<file path="src/capture_pkg.sv">
package capture_pkg;

    // One RGB pixel as delivered by the sensor
    typedef logic [23:0] pixel_t;

    // Position of a pixel inside its micro-block
    typedef logic [2:0] pix_col_t;
    typedef logic [3:0] pix_line_t;

    // Position of the micro-block inside the slice
    typedef logic [2:0] blk_col_t;
    typedef logic [1:0] blk_line_t;

    // Completed slices since reset or frame start
    typedef logic [7:0] slice_cnt_t;

    // Linear pixel address inside one slice
    typedef logic [10:0] slice_addr_t;

    // Slice geometry, fixed by the counter widths above
    localparam int block_width    = 8;
    localparam int block_height   = 16;
    localparam int blocks_per_row = 5;
    localparam int block_rows     = 3;
    localparam int slice_width    = block_width * blocks_per_row;
    localparam int slice_pixels   = slice_width * block_height * block_rows;

endpackage
</file>
<file path="src/rgb_logic.sv">
`timescale 1ns/1ps

module rgb_logic (
    input  logic                    clk,
    input  logic                    nrst,
    input  capture_pkg::pixel_t     rgb,
    input  logic                    hsync,
    input  logic                    vsync,
    input  logic                    empty,
    input  logic                    rgb_enable,
    output logic                    EOS,
    output capture_pkg::slice_cnt_t wslice_cnt,
    output capture_pkg::pixel_t     pixel_data,
    output logic                    pixel_valid,
    output capture_pkg::pix_col_t   pixel_col,
    output capture_pkg::pix_line_t  pixel_line,
    output capture_pkg::blk_col_t   block_col,
    output capture_pkg::blk_line_t  block_line
);

    import capture_pkg::*;

    logic vsync_r;
    logic frame_enable;
    logic frame_start;
    logic advance;

    // Vsync rise between two consumed words
    assign frame_start = ~empty & vsync & ~vsync_r;

    // Only words inside both syncs move the counters
    assign advance = ~empty & hsync & vsync;

    always_ff @(posedge clk or negedge nrst) begin
        if (!nrst) begin
            vsync_r <= 1'b0;
        end else if (!empty) begin
            vsync_r <= vsync;
        end
    end

    // Enable is sampled once per frame
    always_ff @(posedge clk or negedge nrst) begin
        if (!nrst) begin
            frame_enable <= 1'b0;
        end else if (frame_start) begin
            frame_enable <= rgb_enable;
        end
    end

    // Nested coordinate counters, innermost is the column in the block
    always_ff @(posedge clk or negedge nrst) begin
        if (!nrst) begin
            pixel_col  <= '0;
            pixel_line <= '0;
            block_col  <= '0;
            block_line <= '0;
            wslice_cnt <= '0;
            EOS        <= 1'b0;
        end else begin
            EOS <= 1'b0;
            if (frame_start) begin
                pixel_col  <= '0;
                pixel_line <= '0;
                block_col  <= '0;
                block_line <= '0;
                wslice_cnt <= '0;
            end else if (advance) begin
                pixel_col <= pixel_col + 1'b1;
                if (pixel_col == pix_col_t'(block_width - 1)) begin
                    pixel_col <= '0;
                    block_col <= block_col + 1'b1;
                    if (block_col == blk_col_t'(blocks_per_row - 1)) begin
                        block_col  <= '0;
                        pixel_line <= pixel_line + 1'b1;
                        if (pixel_line == pix_line_t'(block_height - 1)) begin
                            pixel_line <= '0;
                            block_line <= block_line + 1'b1;
                            // Last pixel of the slice
                            if (block_line == blk_line_t'(block_rows - 1)) begin
                                block_line <= '0;
                                wslice_cnt <= wslice_cnt + 1'b1;
                                EOS        <= 1'b1;
                            end
                        end
                    end
                end
            end
        end
    end

    // The word carrying the vsync rise only marks the frame and is not stored
    assign pixel_valid = frame_enable & hsync & vsync & ~empty & ~frame_start;

    // Byte order reversed, first input byte ends up last
    assign pixel_data = {<<8{rgb}};

endmodule

</file>
<file path="config.mk">
export PLATFORM = sky130hd
export DESIGN_NAME = rgb_logic
export DESIGN_NICKNAME = d
export VERILOG_FILES = /design/src/capture_pkg.sv /design/src/rgb_logic.sv
export SDC_FILE = /design/constraint.sdc
export NUM_CORES = 1
export LEC_CHECK = 0
export BUFFER_PORTS_ARGS = -buffer_cell sky130_fd_sc_hd__buf_2
export CORE_MARGIN = 2
export CORE_UTILIZATION = 40
export DETAILED_ROUTE_END_ITERATION = 10
export GPL_TIMING_DRIVEN = 0
export PLACE_DENSITY = 0.76
export SYNTH_ARGS = -nofsm -noshare
export SYNTH_HDL_FRONTEND = slang
export SYNTH_SLANG_ARGS = --single-unit
</file>
<file path="constraint.sdc">
create_clock -name clk -period 1.8 [get_ports clk]
set_input_delay 0.27 -clock clk [delete_from_list [all_inputs] [get_ports clk]]
set_output_delay 0.27 -clock clk [all_outputs]
set_load 0.02 [all_outputs]
</file>
== Word-level counts from Yosys, hierarchy flattened ==
Index checks and enable logic that the tools add are counted.

* Input bits: 30
* Bits in registers: 23
* Output and inout port bits: 46

* Reduce and logical (&&, ||, !) cells: 9
* Muxes and demuxes: 30
* Equal/unequal tests: 4
* Bitwise operators: 11
* $add $sub $neg: 5

{| class="wikitable"
|+ Operators with widths
! kind !! number
|-
| $mux 8 || 6
|-
| $mux 3 || 7
|-
| $mux 4 || 5
|-
| $mux 2 || 6
|-
| $reduce_bool 2->1 || 5
|-
| $add 8x1->8 const B || 1
|-
| $and 1x1->1 || 8
|-
| $add 3x1->3 const B || 2
|-
| $eq 3x3->1 const B || 2
|-
| $mux 1 || 6
|-
| $reduce_and 5->1 || 1
|-
| $add 4x1->4 const B || 1
|-
| $eq 4x4->1 const B || 1
|-
| $reduce_and 4->1 || 1
|-
| $not 1->1 || 3
|-
| $reduce_and 3->1 || 1
|-
| $add 2x1->2 const B || 1
|-
| $eq 2x2->1 const B || 1
|-
| $reduce_and 2->1 || 1
|}

== Longest topological paths before layout ==
* Depth in word-level cells: 7
* Depth in mapped cells: 7
* Gate-level depth less buffers: 6

== Worst setup path before layout ==
Ideal clock, no wire load.

* Path type: reg-to-reg
* From: register pixel_col[0]
* To: register wslice_cnt[4]
* Library setup time: 120 ps
* Buffers on the path: 0
* Stages on the path, launching flop included: 7
* Data arrival time: 1992 ps
* Period minus slack after synthesis: 2112 ps
* Required time: 1680 ps
* Setup slack: -312 ps
* Cell sequence: dfrtp_1 -> ha_1 -> ha_1 -> nand4b_4 -> nor4_1 -> a31oi_1 -> a41o_2

* Word-level cells in the longest chain between the ends: 3

{| class="wikitable"
|+ RTL lines
! what !! line !! source
|-
| start, declared || rgb_logic.sv:15 || <nowiki>output capture_pkg::pix_col_t pixel_col,</nowiki>
|-
| start signal, assigned || rgb_logic.sv:69 || <nowiki>pixel_col <= pixel_col + 1'b1;</nowiki>
|-
| $eq 3x3->1 || rgb_logic.sv:70 || <nowiki>if (pixel_col == pix_col_t'(block_width - 1)) begin</nowiki>
|-
| $reduce_bool 2->1 (no source line) || n/a ||
|-
| $reduce_and 5->1 (no source line) || n/a ||
|-
| end signal, assigned || rgb_logic.sv:82 || <nowiki>wslice_cnt <= wslice_cnt + 1'b1;</nowiki>
|-
| end, declared || rgb_logic.sv:12 || <nowiki>output capture_pkg::slice_cnt_t wslice_cnt,</nowiki>
|}

No other way between the ends.
A chain may end at the register's enable or synchronous reset.

== Worst setup path in the final report ==
* From: register pixel_col[1]
* To: register wslice_cnt[7]

Same word-level chain as after synthesis.

==> impl_metrics.yaml <==
logic_synthesis:
  yosysUniqueCellTypes: 32
  ys_warn_count: 0
  synth_seq_cells: 23
  synth.area.top_cells: "dfrtp_1, buf_4, ha_1, nor2_1, mux2_2"
  seq_area_frac_synth: 0.4060
  syn-num-nets: 182
  yosys.area.top_type: "dfrtp_1"
  syn_area_um2: 1418
  synth_top_area_share: 0.4060
  synthCells: 146
  avgSynthCellArea_um2: 9.710
clocking:
  clock-root-buffer: "clkbuf_4"
  clock_latency_ns: 0.30
  clkSinkCount: 23
  clk_pin_slew_worst_paths_ns: 0.12
  htree_levels: 1
  cts_buffers: 3
  cts_max_path_buffers: 2
  cts_tree: "yes"
timing:
  worst_pin_slew_ns: 0.5165
  slew_headroom: 0.6557
  rsz0062_at_grt: "true"
  setup_violations: 2
  setup_slack_ns: -0.007153
  timing_hold_violations_final: 0
  min_period_ns: 1.807
  fin_crit_sh: 1.004
  drv_slew: 0
  fmax_mhz: 553.4
  skew_ns: 0.001955
global_route:
  grt_max_degree: 24
  grt_overflow: 0
  grt_util_all_layers: 0.1577
  antenna_found_initial: 0
  grt_pass1_wl_um: 5216
  first_global_vias: 1165
worst_setup_path:
  cp.required_ns: 2.04
  cpMaxStageDelayCell: "or4_4"
  reg2reg_depth: 6
  r2r-end: "wslice_cnt[7]$_DFFE_PN0P_"
  crit_path_start: "pixel_col[1]$_DFFE_PN0P_"
  path_class: "flip-flop to flip-flop"
  cp-start-kind: "flip-flop"
  critPathMaxFanout: 6
  timing.reg2reg.setup_slack_ns: -0.007
  reg2reg_from: "pixel_col[1]$_DFFE_PN0P_"
  crit_path_frequent_cell: "ha_4"
  endpoint: "wslice_cnt[7]$_DFFE_PN0P_"
  arrival_ns: 2.05
  cp_cell_sequence: "ha_4 > ha_4 > nand4b_4 > or4_4 > or3_4 > a21oi_2"
  slowest_delay_ns: 0.47
  end_kind: "flip-flop"
cells_and_area:
  diodes: 0
  layout_commonest_cell: "buf_2"
  fin_util: 0.5960
  regArea_um2: 583.1
  area_growth_pct: 41.39
  drive_above_1_share: 0.5814
  multi_input_area_um2: 749.5
  n_fill_cell: 312
  final_cell_mix: "buf_2, buf_4, dfrtp_1, nor2_1, o21ai_0"
  nets: 252
drt:
  wl_per_cell_um: 12.21
  vias_per_cell: 4.935
  drt_iter0_markers: 59
  antenna_left: 0
  drtPass1Iterations: 6
  drc_errors: 0
  routed_wl_um: 3186
  vias: 1288
pwr:
  peakVddDrop_mv: 0.2690
  power.density_nw_per_um2: 547.6
  leakage_nw: 1.031
place:
  io_buffers: 51
  gp_congestion: 0.7441
  hpwlAfterDp_um: 2267
  place_ws_ns: -0.1068
status:
  violations: "setup timing"
  status: "complete, but fails checks"
floorplan:
  io-pin-count: 76
  core_um2: 3363
  die_h_um: 63.53
  dieWidth_um: 63.53
  design.die.area_um2: 4036
  initial_core_util: 0.4215
  row_count: 21
hold_path:
  hold_path_class: "input port to flip-flop"
flow_run:
  drv_cap: 0
[worst max-delay path: cells and delay by family, from the launching register on]
family	cells	cell delay, ns
simple gates	3	0.93
flops	1	0.43
fa+ha+maj	2	0.28
compound gates	1	0.12
[worst min-delay path by stage]
stage / start / end / slack, ns / cells past startpoint
6_report: rgb_enable / frame_enable$_DFFE_PN0P_ / 0.20 / 2
5_1_grt: rgb_enable / frame_enable$_DFFE_PN0P_ / 0.19 / 2
4_1_cts: rgb_enable / frame_enable$_DFFE_PN0P_ / 0.19 / 2
3_5_place_dp: nrst / block_col[2]$_DFFE_PN0P_ / 0.28 / 1
3_3_place_gp: nrst / block_col[2]$_DFFE_PN0P_ / 0.27 / 1
2_1_floorplan: nrst / EOS$_DFF_PN0_ / -0.03 / 0
[flip-flops by register name, summed over array words and instances, names as in the netlist]
register      cells
block_col         3
frame_enable      1
EOS               1
pixel_line        4
vsync_r           1
block_line        2
pixel_col         3
wslice_cnt        8
[where the power goes]
part           total, mW  internal (mW)  switching [mW]
registers          0.583          0.547          0.0361
logic              0.280          0.132           0.148
clock network      0.234         0.0862           0.148
[cell families (layout without fill, tap and decap cells)]
family,Yosys count,after routing,synth area share
AOI/OAI and AO/OA,24,24,0.1112
xor gates and xnor gates,4,4,0.02472
adders and majority gates,6,6,0.05296
buffers and inverters,33,102,0.1562
muxes,7,7,0.05296
DFF,23,23,0.4060
and+or+nand+nor,49,49,0.1959
[cells in the mapped netlist]
cell type and n:
o21ai_0 7, or4_4 1, buf_4 24, inv_1 5, a21oi_1 7, ha_1 6, nor4_1 2, dfrtp_1 23
and3_1 1, nand3b_1 3, nand4b_1 1, a41o_2 2, nand2b_1 2, and2_1 2, nand2_1 7, o2bb2ai_1 1
mux2i_1 3, buf_6 1, a22o_1 5, nand4b_4 1, mux2_2 4, a31oi_1 2, nor3_1 2, or3_1 4
xnor2_1 3, nor2_1 14, clkbuf_1 3, xor2_1 1, and4b_2 1, nor2b_1 1, nor2_2 1, nand3_1 6
[metal layers]
metal  track usage  vias to the layer above  routed length [um]
li1              -                      625                   -
met1        0.2043                      610                1354
met2        0.2737                       47                1640
met3       0.01071                        6                 139
met4       0.05978                        0                  52
met5             0                        -                   0
[timing repair]
action                     in CTS  in global routing
setup endpoints to repair       8                 10
hold endpoints to repair       23                  0
hold buffers                    1                  0
resized for setup               6                  8
setup buffers                   6                  8
pin swaps                       1                  3
cloned                          0                  0
[area by class of cell]
class	count	share of cell area
multi-input combinational	90	0.3739
timing repair buffer	66	0.1848
buffer	27	0.09925
sequential	23	0.2909
clock buffer	4	0.01311
inverter	5	0.009363
tap	46	0.02871
[metrics by stage]
step           cells  power [mW]  hold WS (ns)  area, um^2  setup TNS [ns]
6_report         261       1.098        0.1966        2004       -0.008589
5_1_grt          261       1.157        0.1938        2004         -0.3083
4_1_cts          253       1.110        0.1853        1899        -0.08562
3_5_place_dp     243      0.8726        0.2772        1789         -0.4321
3_3_place_gp     243      0.8619        0.2699        1789         -0.2101
2_1_floorplan    146      0.7804      -0.02559        1476               0
(Power assumes the default switching activity.)
