File: src/capture_pkg.sv
package capture_pkg;

    // One RGB pixel as delivered by the sensor
    typedef logic [23:0] pixel_t;

    // Position of a pixel inside its micro-block
    typedef logic [2:0] pix_col_t;
    typedef logic [3:0] pix_line_t;

    // Position of the micro-block inside the slice
    typedef logic [2:0] blk_col_t;
    typedef logic [1:0] blk_line_t;

    // Completed slices since reset or frame start
    typedef logic [7:0] slice_cnt_t;

    // Linear pixel address inside one slice
    typedef logic [10:0] slice_addr_t;

    // Slice geometry, fixed by the counter widths above
    localparam int block_width    = 8;
    localparam int block_height   = 16;
    localparam int blocks_per_row = 5;
    localparam int block_rows     = 3;
    localparam int slice_width    = block_width * blocks_per_row;
    localparam int slice_pixels   = slice_width * block_height * block_rows;

endpackage
File: src/pixel_fifo.sv
`timescale 1ns/1ps

module pixel_fifo #(
    parameter int fifo_depth = 16
) (
    input  logic                clk,
    input  logic                nrst,
    input  capture_pkg::pixel_t cam_rgb,
    input  logic                cam_hsync,
    input  logic                cam_vsync,
    input  logic                cam_write,
    input  logic                pop,
    output capture_pkg::pixel_t fifo_rgb,
    output logic                fifo_hsync,
    output logic                fifo_vsync,
    output logic                empty,
    output logic                overflow
);

    import capture_pkg::*;

    localparam int ptr_w   = $clog2(fifo_depth);
    localparam int entry_w = $bits(pixel_t) + 2;

    // Entry layout is {vsync, hsync, rgb}
    logic [entry_w-1:0] fifo_mem [0:fifo_depth-1];
    logic [entry_w-1:0] head;

    // Pointers carry an extra wrap bit to tell full from empty
    logic [ptr_w:0] wr_ptr;
    logic [ptr_w:0] rd_ptr;
    logic           full;
    logic           do_write;
    logic           do_pop;

    assign empty = (wr_ptr == rd_ptr);
    assign full  = (wr_ptr[ptr_w] != rd_ptr[ptr_w]) &&
                   (wr_ptr[ptr_w-1:0] == rd_ptr[ptr_w-1:0]);

    // A write while full is lost, even when a pop happens in the same cycle
    assign do_write = cam_write & ~full;
    assign do_pop   = pop & ~empty;

    always_ff @(posedge clk) begin
        if (do_write) begin
            fifo_mem[wr_ptr[ptr_w-1:0]] <= {cam_vsync, cam_hsync, cam_rgb};
        end
    end

    always_ff @(posedge clk or negedge nrst) begin
        if (!nrst) begin
            wr_ptr <= '0;
            rd_ptr <= '0;
        end else begin
            if (do_write) begin
                wr_ptr <= wr_ptr + 1'b1;
            end
            if (do_pop) begin
                rd_ptr <= rd_ptr + 1'b1;
            end
        end
    end

    // Sticky until reset
    always_ff @(posedge clk or negedge nrst) begin
        if (!nrst) begin
            overflow <= 1'b0;
        end else if (cam_write && full) begin
            overflow <= 1'b1;
        end
    end

    // First word falls through to the outputs
    assign head       = fifo_mem[rd_ptr[ptr_w-1:0]];
    assign fifo_rgb   = head[$bits(pixel_t)-1:0];
    assign fifo_hsync = head[$bits(pixel_t)];
    assign fifo_vsync = head[$bits(pixel_t)+1];

endmodule

File: config.mk
export PLATFORM = sky130hd
export DESIGN_NAME = pixel_fifo
export DESIGN_NICKNAME = d
export VERILOG_FILES = /design/src/capture_pkg.sv /design/src/pixel_fifo.sv
export SDC_FILE = /design/constraint.sdc
export NUM_CORES = 1
export LEC_CHECK = 0
export ABC_AREA = 0
export ABC_CLOCK_PERIOD_IN_PS = 4200
export BUFFER_PORTS_ARGS = -buffer_cell sky130_fd_sc_hd__buf_4
export CAP_MARGIN = 30
export CELL_PAD_IN_SITES_DETAIL_PLACEMENT = 0
export CELL_PAD_IN_SITES_GLOBAL_PLACEMENT = 2
export CORE_UTILIZATION = 45
export CTS_CLUSTER_DIAMETER = 30
export CTS_CLUSTER_SIZE = 16
export DETAILED_ROUTE_END_ITERATION = 10
export GPL_TIMING_DRIVEN = 0
export PLACE_DENSITY_LB_ADDON = 0.1
export SYNTH_ARGS = -nofsm -noshare
export SYNTH_HDL_FRONTEND = slang
export SYNTH_SLANG_ARGS = --single-unit
File: constraint.sdc
create_clock -name clk -period 4.2 [get_ports clk]
set_clock_uncertainty 0.1 [all_clocks]
set_input_delay 1.26 -clock clk [delete_from_list [all_inputs] [get_ports clk]]
set_output_delay 1.26 -clock clk [all_outputs]
set_load 0.05 [all_outputs]
* Yosys cells after proc, flatten, opt, wreduce, memory -nomap -nowiden
Memory sizes are Yosys's and may differ from the RTL's.
Cells that the tools add are included.
W data, S select, Z words.
** Cells by class
- $add $sub $neg :: 2
- Equality and inequality tests :: 3
- Multiplexer cells :: 2
- Bitwise gates (word level) :: 4
- Reductions and logical operators :: 2
** Operators with widths (count)
- $add A5 B1 Y5 const B :: 2
- $eq A5 B5 Y1 :: 1
- $eq A4 B4 Y1 :: 1
- $and A1 B1 Y1 :: 2
- $logic_and A1 B1 Y1 :: 2
- $mux W1 :: 2
- $not A1 Y1 :: 2
- $ne A1 B1 Y1 :: 1
** Storage, ports and cells
- Register bits :: 11
- RAM bits :: 416
- Input bits :: 30
- Word-level logic and storage cells :: 17
- Memories :: 1
** Memories
- fifo_mem :: words 16, width 26, read ports 1, clocked after memory_dff 0, write ports 1, line pixel_fifo.sv:26 : logic [entry_w-1:0] fifo_mem [0:fifo_depth-1];

* Longest topological paths before layout
Gate-level depths: netlist of the first run.
- Depth after elaboration :: 6
- Depth in mapped cells :: 7
- Gate-level depth less buffers :: 4

* Worst setup path before layout of the first run
No wires, ideal clock.
- Kind :: in2reg
- Start :: input cam_write
- End :: memory fifo_mem[0][0] (netlist bit) (enable)
- Setup time :: 475 ps
- Arrival time :: 3854 ps
- Required time :: 3625 ps
- Setup slack :: -229 ps
- Cell stages on the path :: 2
- Buffers on the path :: 0
- Cells stage by stage :: nand2_1 -> nor4_1
** On the way
- Word-level cells in the longest chain between the ends :: 3
** Ends and longest elaborated chain
- start: declaration :: line pixel_fifo.sv:11 : input logic cam_write,
- $and A1 B1 Y1 :: line pixel_fifo.sv:41 : assign do_write = cam_write & ~full;
- $mux W1 :: line pixel_fifo.sv:45 : if (do_write) begin
- $mux W1 (not written as such) :: line pixel_fifo.sv:46 : fifo_mem[wr_ptr[ptr_w-1:0]] <= {cam_vsync, cam_hsync, cam_rgb};
- end: declaration :: line pixel_fifo.sv:26
No other way between the ends.

* Worst setup path in the final report of the first run
- Start :: register rd_ptr[1]
- End :: output fifo_rgb[23]
** On the way
- Word-level cells in the longest chain between the ends :: 1
** Ends and longest elaborated chain
- start: declaration :: line pixel_fifo.sv:31 : logic [ptr_w:0] rd_ptr;
- start signal: assignment :: line pixel_fifo.sv:59 : rd_ptr <= rd_ptr + 1'b1;
- $mem_v2 Z16 W26
- end: declaration :: line pixel_fifo.sv:13 : output capture_pkg::pixel_t fifo_rgb,
No other way between the ends.

==> results of run 1 <==
[power groups by stage]
stage	Clock, µW	Combinational [µW]	Sequential (µW)
3_5_place_dp	0	5280	5370
3_3_place_gp	0	5020	5400
5_1_grt	6820	5550	5320
2_1_floorplan	0	3500	5360
6_report	6510	5210	5290
4_1_cts	6610	5310	5300
[kinds of logic (layout without fill, tap and decap cells)]
group	count (synthesis)	count (layout)	share of synthesized area
flops	427	427	0.785
mux	107	107	0.146
simple gates	63	63	0.0174
compound gates	62	62	0.0253
buf+inv	42	289	0.0151
xor+xnor	12	12	0.00647
fa+ha+maj	5	5	0.00385
[timing repair]
| action | CTS | global route |
|---|---|---|
| gates resized for setup | 9 | 5 |
| endpoints found under the hold margin | 0 | 0 |
| cloned | 0 | 0 |
| endpoints found under the setup margin | 21 | 13 |
| hold buffers | 0 | 0 |
[cells in the final DEF (no fill, tap or decap), types with 3 or more instances in the layout]
cell type,Yosys,layout
edfxtp_1,416,416
mux4_2,104,104
clkbuf_16,0,85
buf_4,7,66
o22ai_1,52,52
buf_6,5,35
nor2_1,31,28
buf_2,19,16
clkinv_1,0,14
xnor2_1,11,11
clkinv_4,0,11
bufinv_16,0,11
dfrtp_1,11,11
nor3_2,0,10
clkinvlp_4,0,8
buf_8,0,8
nand2_1,8,7
inv_6,0,7
clkinv_2,0,6
clkbuf_1,9,6
clkbuf_2,0,5
ha_1,5,5
nand2b_1,4,4
clkbuf_4,0,4
nor2_4,0,3
nor4_4,0,3
[sequential cells by signal (all words and copies together), names as in the netlist]
register  cells
rd_ptr        5
wr_ptr        5
fifo_mem    416
overflow      1
[per-layer routing]
metal  share of wire  up-vias  track usage
li1                -     3454            -
met1            0.42     4233        0.288
met2            0.51      240        0.368
met3           0.054       62       0.0477
met4           0.021        0       0.0730
met5               0        -            0
[critical path: stages, from the launching register on]
cell     delay, ns
dfrtp_1       0.34
buf_4         0.19
buf_2         0.29
buf_2         0.40
mux4_2        0.26
o22ai_1       0.07
nor2_1        0.34
buf_4         0.28
[stage by stage]
stage               instance area [µm²]  total power (µW)  setup TNS [ns]
detailed placement                17900             10700               0
CTS                               20700             17200               0
global route                      20700             17700               0
floorplan                         16300              8860               0
finish                            20700             17000               0
global placement                  17300             10400         -677.82
[layout make-up]
cell class	instances	area, µm²	share of cell area
tap	461	577	0.0278
clock inverter	59	663	0.0320
clock buffer	91	2150	0.104
sequential	427	12800	0.615
timing repair buffer	99	968	0.0467
inverter	2	7.51	0.000362
buffer	38	251	0.0121
multi-input combinational	249	3360	0.162
[worst paths after layout]
kind | slack [ns] | start | cells after the start | to
setup / recovery | 0.07 | rd_ptr[1] | 7 | fifo_rgb[23]
setup reg to reg | 1.14 | wr_ptr[2] | 10 | fifo_mem[6][16]
hold reg to reg | 0.35 | overflow | 1 | overflow
min in group asynchronous | 0.40 | nrst | 1 | rd_ptr[0]
max in group asynchronous | 3.43 | nrst | 1 | overflow
hold / removal | 0.35 | overflow | 1 | overflow
==> impl_metrics.ini, run 1 <==
[layout]
diodes = 0
fill_cells = 2636
postLayoutCoreUtil = 0.583
drive_above_1_share = 0.408
instances_no_fill = 1426
areaGrowthSynthToFinish_pct = 27.6
nets = 936

[timing]
hold_ws_ns = 0.348
period_share = 0.983
rsz0062_at_grt = false
setup_viol = 0
max_slew_margin = 0.363
slew_viol_final = 0
tightest_slew_ns = 0.950
final-hold-violation-count = 0
fin_crit_ns = 4.13
fin_ws_ns = 0.0714
fmax_mhz = 242

[setup_path]
path_class = flop to output port
cp-start-kind = flop
crit_arrival_ns = 2.77
end_kind = output port
crit_fanout = 10
required_ns = 2.84

[logic_synthesis]
yosys_warnings = 0
postSynthAreaPerCell_um2 = 22.6
synth_ff_type = edfxtp_1
yosysSeqAreaShare = 0.785
syn_area_um2 = 16300
synth_common_cells = 416 x edfxtp_1, 104 x mux4_2, 52 x o22ai_1
synth_top_area_share = 0.769
yosys.area.top_type = edfxtp_1
synth_cell_types = 32
synth-seq-cells = 427
synth_edf_count = 416
synth_nets = 753
synth_area_leaders = edfxtp_1 77%, mux4_2 14%, o22ai_1 2.0%
yosysMostFrequentCell = edfxtp_1
netlist_instances = 718
async_flop_share = 0.0258

[pwr]
combPwrFrac = 0.306
netSwitchingPower_uw = 5520
power.leakage_uw = 0.00692
netSwitchingFraction = 0.324
p_int_uw = 11500
power.share.sequential = 0.311
powerDensity_nw_per_um2 = 820
ir_drop_mv = 0.665
pwr-share-clk = 0.383

[floorplan]
core-area_um2 = 35600
placementRows = 69
start_util = 0.457
die-area_um2 = 36900
ioPinCount = 58
dieWidth_um = 192
die_h_um = 192

[clock_network]
clk_pin_slew_ns = 0.05
post_cts_buffers = 0
cts_tree = done
clk-insertion-delay-late_ns = 0.58
cts_root_buf = clkbuf_16
cts_buffers = 84
cts.path.max_buffers = 3
cts-htree-levels = 3
cts_num_sinks = 427

[placed_design]
io_buffers = 57
hpwl_mm = 24.6
placed_cells = 1278
dp_slack_ns = 0.207
routabilityCongestion = 0.713

[global_route]
antenna_found_initial = 0
grt-ovfl-total = 0
grt_max_degree = 21
grt_pass1_wl_mm = 56.5
first_global_vias = 8846
grt_use_total = 0.220

[min_path]
hp-class = flop to flop

[drt]
routed_wl_mm = 38.1
vias = 7989
route.detailed.drc = 0
drt_iter0_markers = 715
via_per_inst = 5.60
wl_per_cell_um = 26.7
drtPass1Iterations = 5
ant_nets = 0

[run_status]
outcome = complete, no violations

[run]
drv_cap = 0
(Power assumes the default switching activity.)
==> run 2, diff against run 1 <==
--- a/config.mk
+++ b/config.mk
@@ -6,12 +6,12 @@
 export NUM_CORES = 1
 export LEC_CHECK = 0
 export ABC_AREA = 0
-export ABC_CLOCK_PERIOD_IN_PS = 4200
+export ABC_CLOCK_PERIOD_IN_PS = 4400
 export BUFFER_PORTS_ARGS = -buffer_cell sky130_fd_sc_hd__buf_4
 export CAP_MARGIN = 30
 export CELL_PAD_IN_SITES_DETAIL_PLACEMENT = 0
 export CELL_PAD_IN_SITES_GLOBAL_PLACEMENT = 2
-export CORE_UTILIZATION = 45
+export CORE_UTILIZATION = 49
 export CTS_CLUSTER_DIAMETER = 30
 export CTS_CLUSTER_SIZE = 16
 export DETAILED_ROUTE_END_ITERATION = 10
==> constraint.sdc (replaced) <==
create_clock -name clk -period 4.4 [get_ports clk]
set_clock_uncertainty 0.1 [all_clocks]
set_input_delay 1.32 -clock clk [delete_from_list [all_inputs] [get_ports clk]]
set_output_delay 1.32 -clock clk [all_outputs]
set_load 0.05 [all_outputs]
==> impl_metrics.ini, run 2 (synthesis gave the netlist of run 1 again) <==
[drt]
ant_nets = 0
drt_iter0_markers = 690
wl_per_cell_um = 26.1
drtPass1Iterations = 5
route.detailed.drc = 0
vias = 8014
via_per_inst = 5.73
routed_wl_mm = 36.4

[clock_network]
cts_resized = 6
cts_root_buf = clkbuf_16
cts.path.max_buffers = 3
cts-htree-levels = 3
cts_num_sinks = 427
cts_tree = done
cts_buffers = 77
clk-insertion-delay-late_ns = 0.58
cts.hold.buffers_added = 0
clk_pin_slew_ns = 0.04
post_cts_buffers = 0

[floorplan]
core-area_um2 = 32600
ioPinCount = 58
dieWidth_um = 184
die-area_um2 = 33900
placementRows = 66
start_util = 0.498
die_h_um = 184

[setup_path]
crit_fanout = 10
required_ns = 2.98
end_kind = output port
path_class = flop to output port
cp-start-kind = flop
worstRegToRegCells = 9
crit_arrival_ns = 2.76

[global_route]
grt_max_degree = 18
first_global_vias = 8722
antenna_found_initial = 0
grt-ovfl-total = 0
grt_use_total = 0.229
grt_pass1_wl_mm = 54.4

[placed_design]
routabilityCongestion = 0.724
hpwl_mm = 23.9
io_buffers = 57
dp_slack_ns = 0.456

[timing]
tightest_slew_ns = 0.888
fin_ws_ns = 0.224
fmax_mhz = 239
setup_viol = 0
slew_viol_final = 0
max_slew_margin = 0.405
fin_crit_ns = 4.18
final-hold-violation-count = 0
rsz0062_at_grt = false
period_share = 0.949

[layout]
postLayoutCoreUtil = 0.626
mostFrequentLayoutCell = edfxtp_1
largest_register_ff_count = 416
drive_above_1_share = 0.401
multi_input_area_um2 = 3360
layout_common_cells = 416 x edfxtp_1, 104 x mux4_2, 78 x clkbuf_16
diodes = 0
seqCellArea_um2 = 12800
fill_cells = 2274
nets = 931
areaGrowthSynthToFinish_pct = 25.7

[run]
drv_cap = 0

[pwr]
power.leakage_uw = 0.00680
powerDensity_nw_per_um2 = 767
ir_drop_mv = 0.682
power_uw = 15700

[min_path]
hp-class = flop to flop
hold-path-cell-count = 1

[run_status]
outcome = complete, no violations
[run 2: critical path, cell delays in order, from the launching register on]
cell,delay [ns]
dfrtp_1,0.31
buf_2,0.19
nand2b_1,0.12
clkbuf_1,0.51
clkbuf_2,0.45
o22ai_1,0.13
nor2_1,0.23
buf_4,0.25
[run 2: path summary, 6_finish.rpt]
check / startpoint / to / slack [ns]
max: rd_ptr[3] / fifo_rgb[6] / 0.22
min: overflow / overflow / 0.37
max reg2reg: wr_ptr[3] / fifo_mem[6][12] / 1.42
min reg2reg: overflow / overflow / 0.37
max in group asynchronous: nrst / wr_ptr[2] / 3.56
min in group asynchronous: nrst / rd_ptr[0] / 0.47
[run 2: layout make-up]
cell class / instances / area share
buffer: 40 / 0.0121
clock buffer: 87 / 0.0972
clock inverter: 53 / 0.0271
inverter: 2 / 0.000367
multi-input combinational: 249 / 0.165
sequential: 427 / 0.625
tap: 442 / 0.0271
timing repair buffer: 99 / 0.0467
[run 2: layer usage]
layer	up-vias	GRT usage	share of wire
met5	-	0	0
met4	0	0.0733	0.021
met3	74	0.0518	0.063
met2	264	0.374	0.50
met1	4243	0.307	0.42
li1	3433	-	-
[run 2: stage by stage]
stage	instance area, µm²	hold WS (ns)	setup TNS, ns	std cells
floorplan	16300	0.432	0	718
global placement	17300	0.354	-548.49	1217
detailed placement	17900	0.362	0	1259
CTS	20400	0.372	0	1399
global route	20400	0.379	0	1399
finish	20400	0.366	0	1399
[run 2: power breakdown]
| part | leakage (µW) | switching [µW] | internal [µW] |
|---|---|---|---|
| Clock | 0.00123 | 1970 | 3740 |
| Sequential | 0.00389 | 125 | 4930 |
| Combinational | 0.00168 | 3040 | 1860 |
| Total | 0.00680 | 5140 | 10500 |
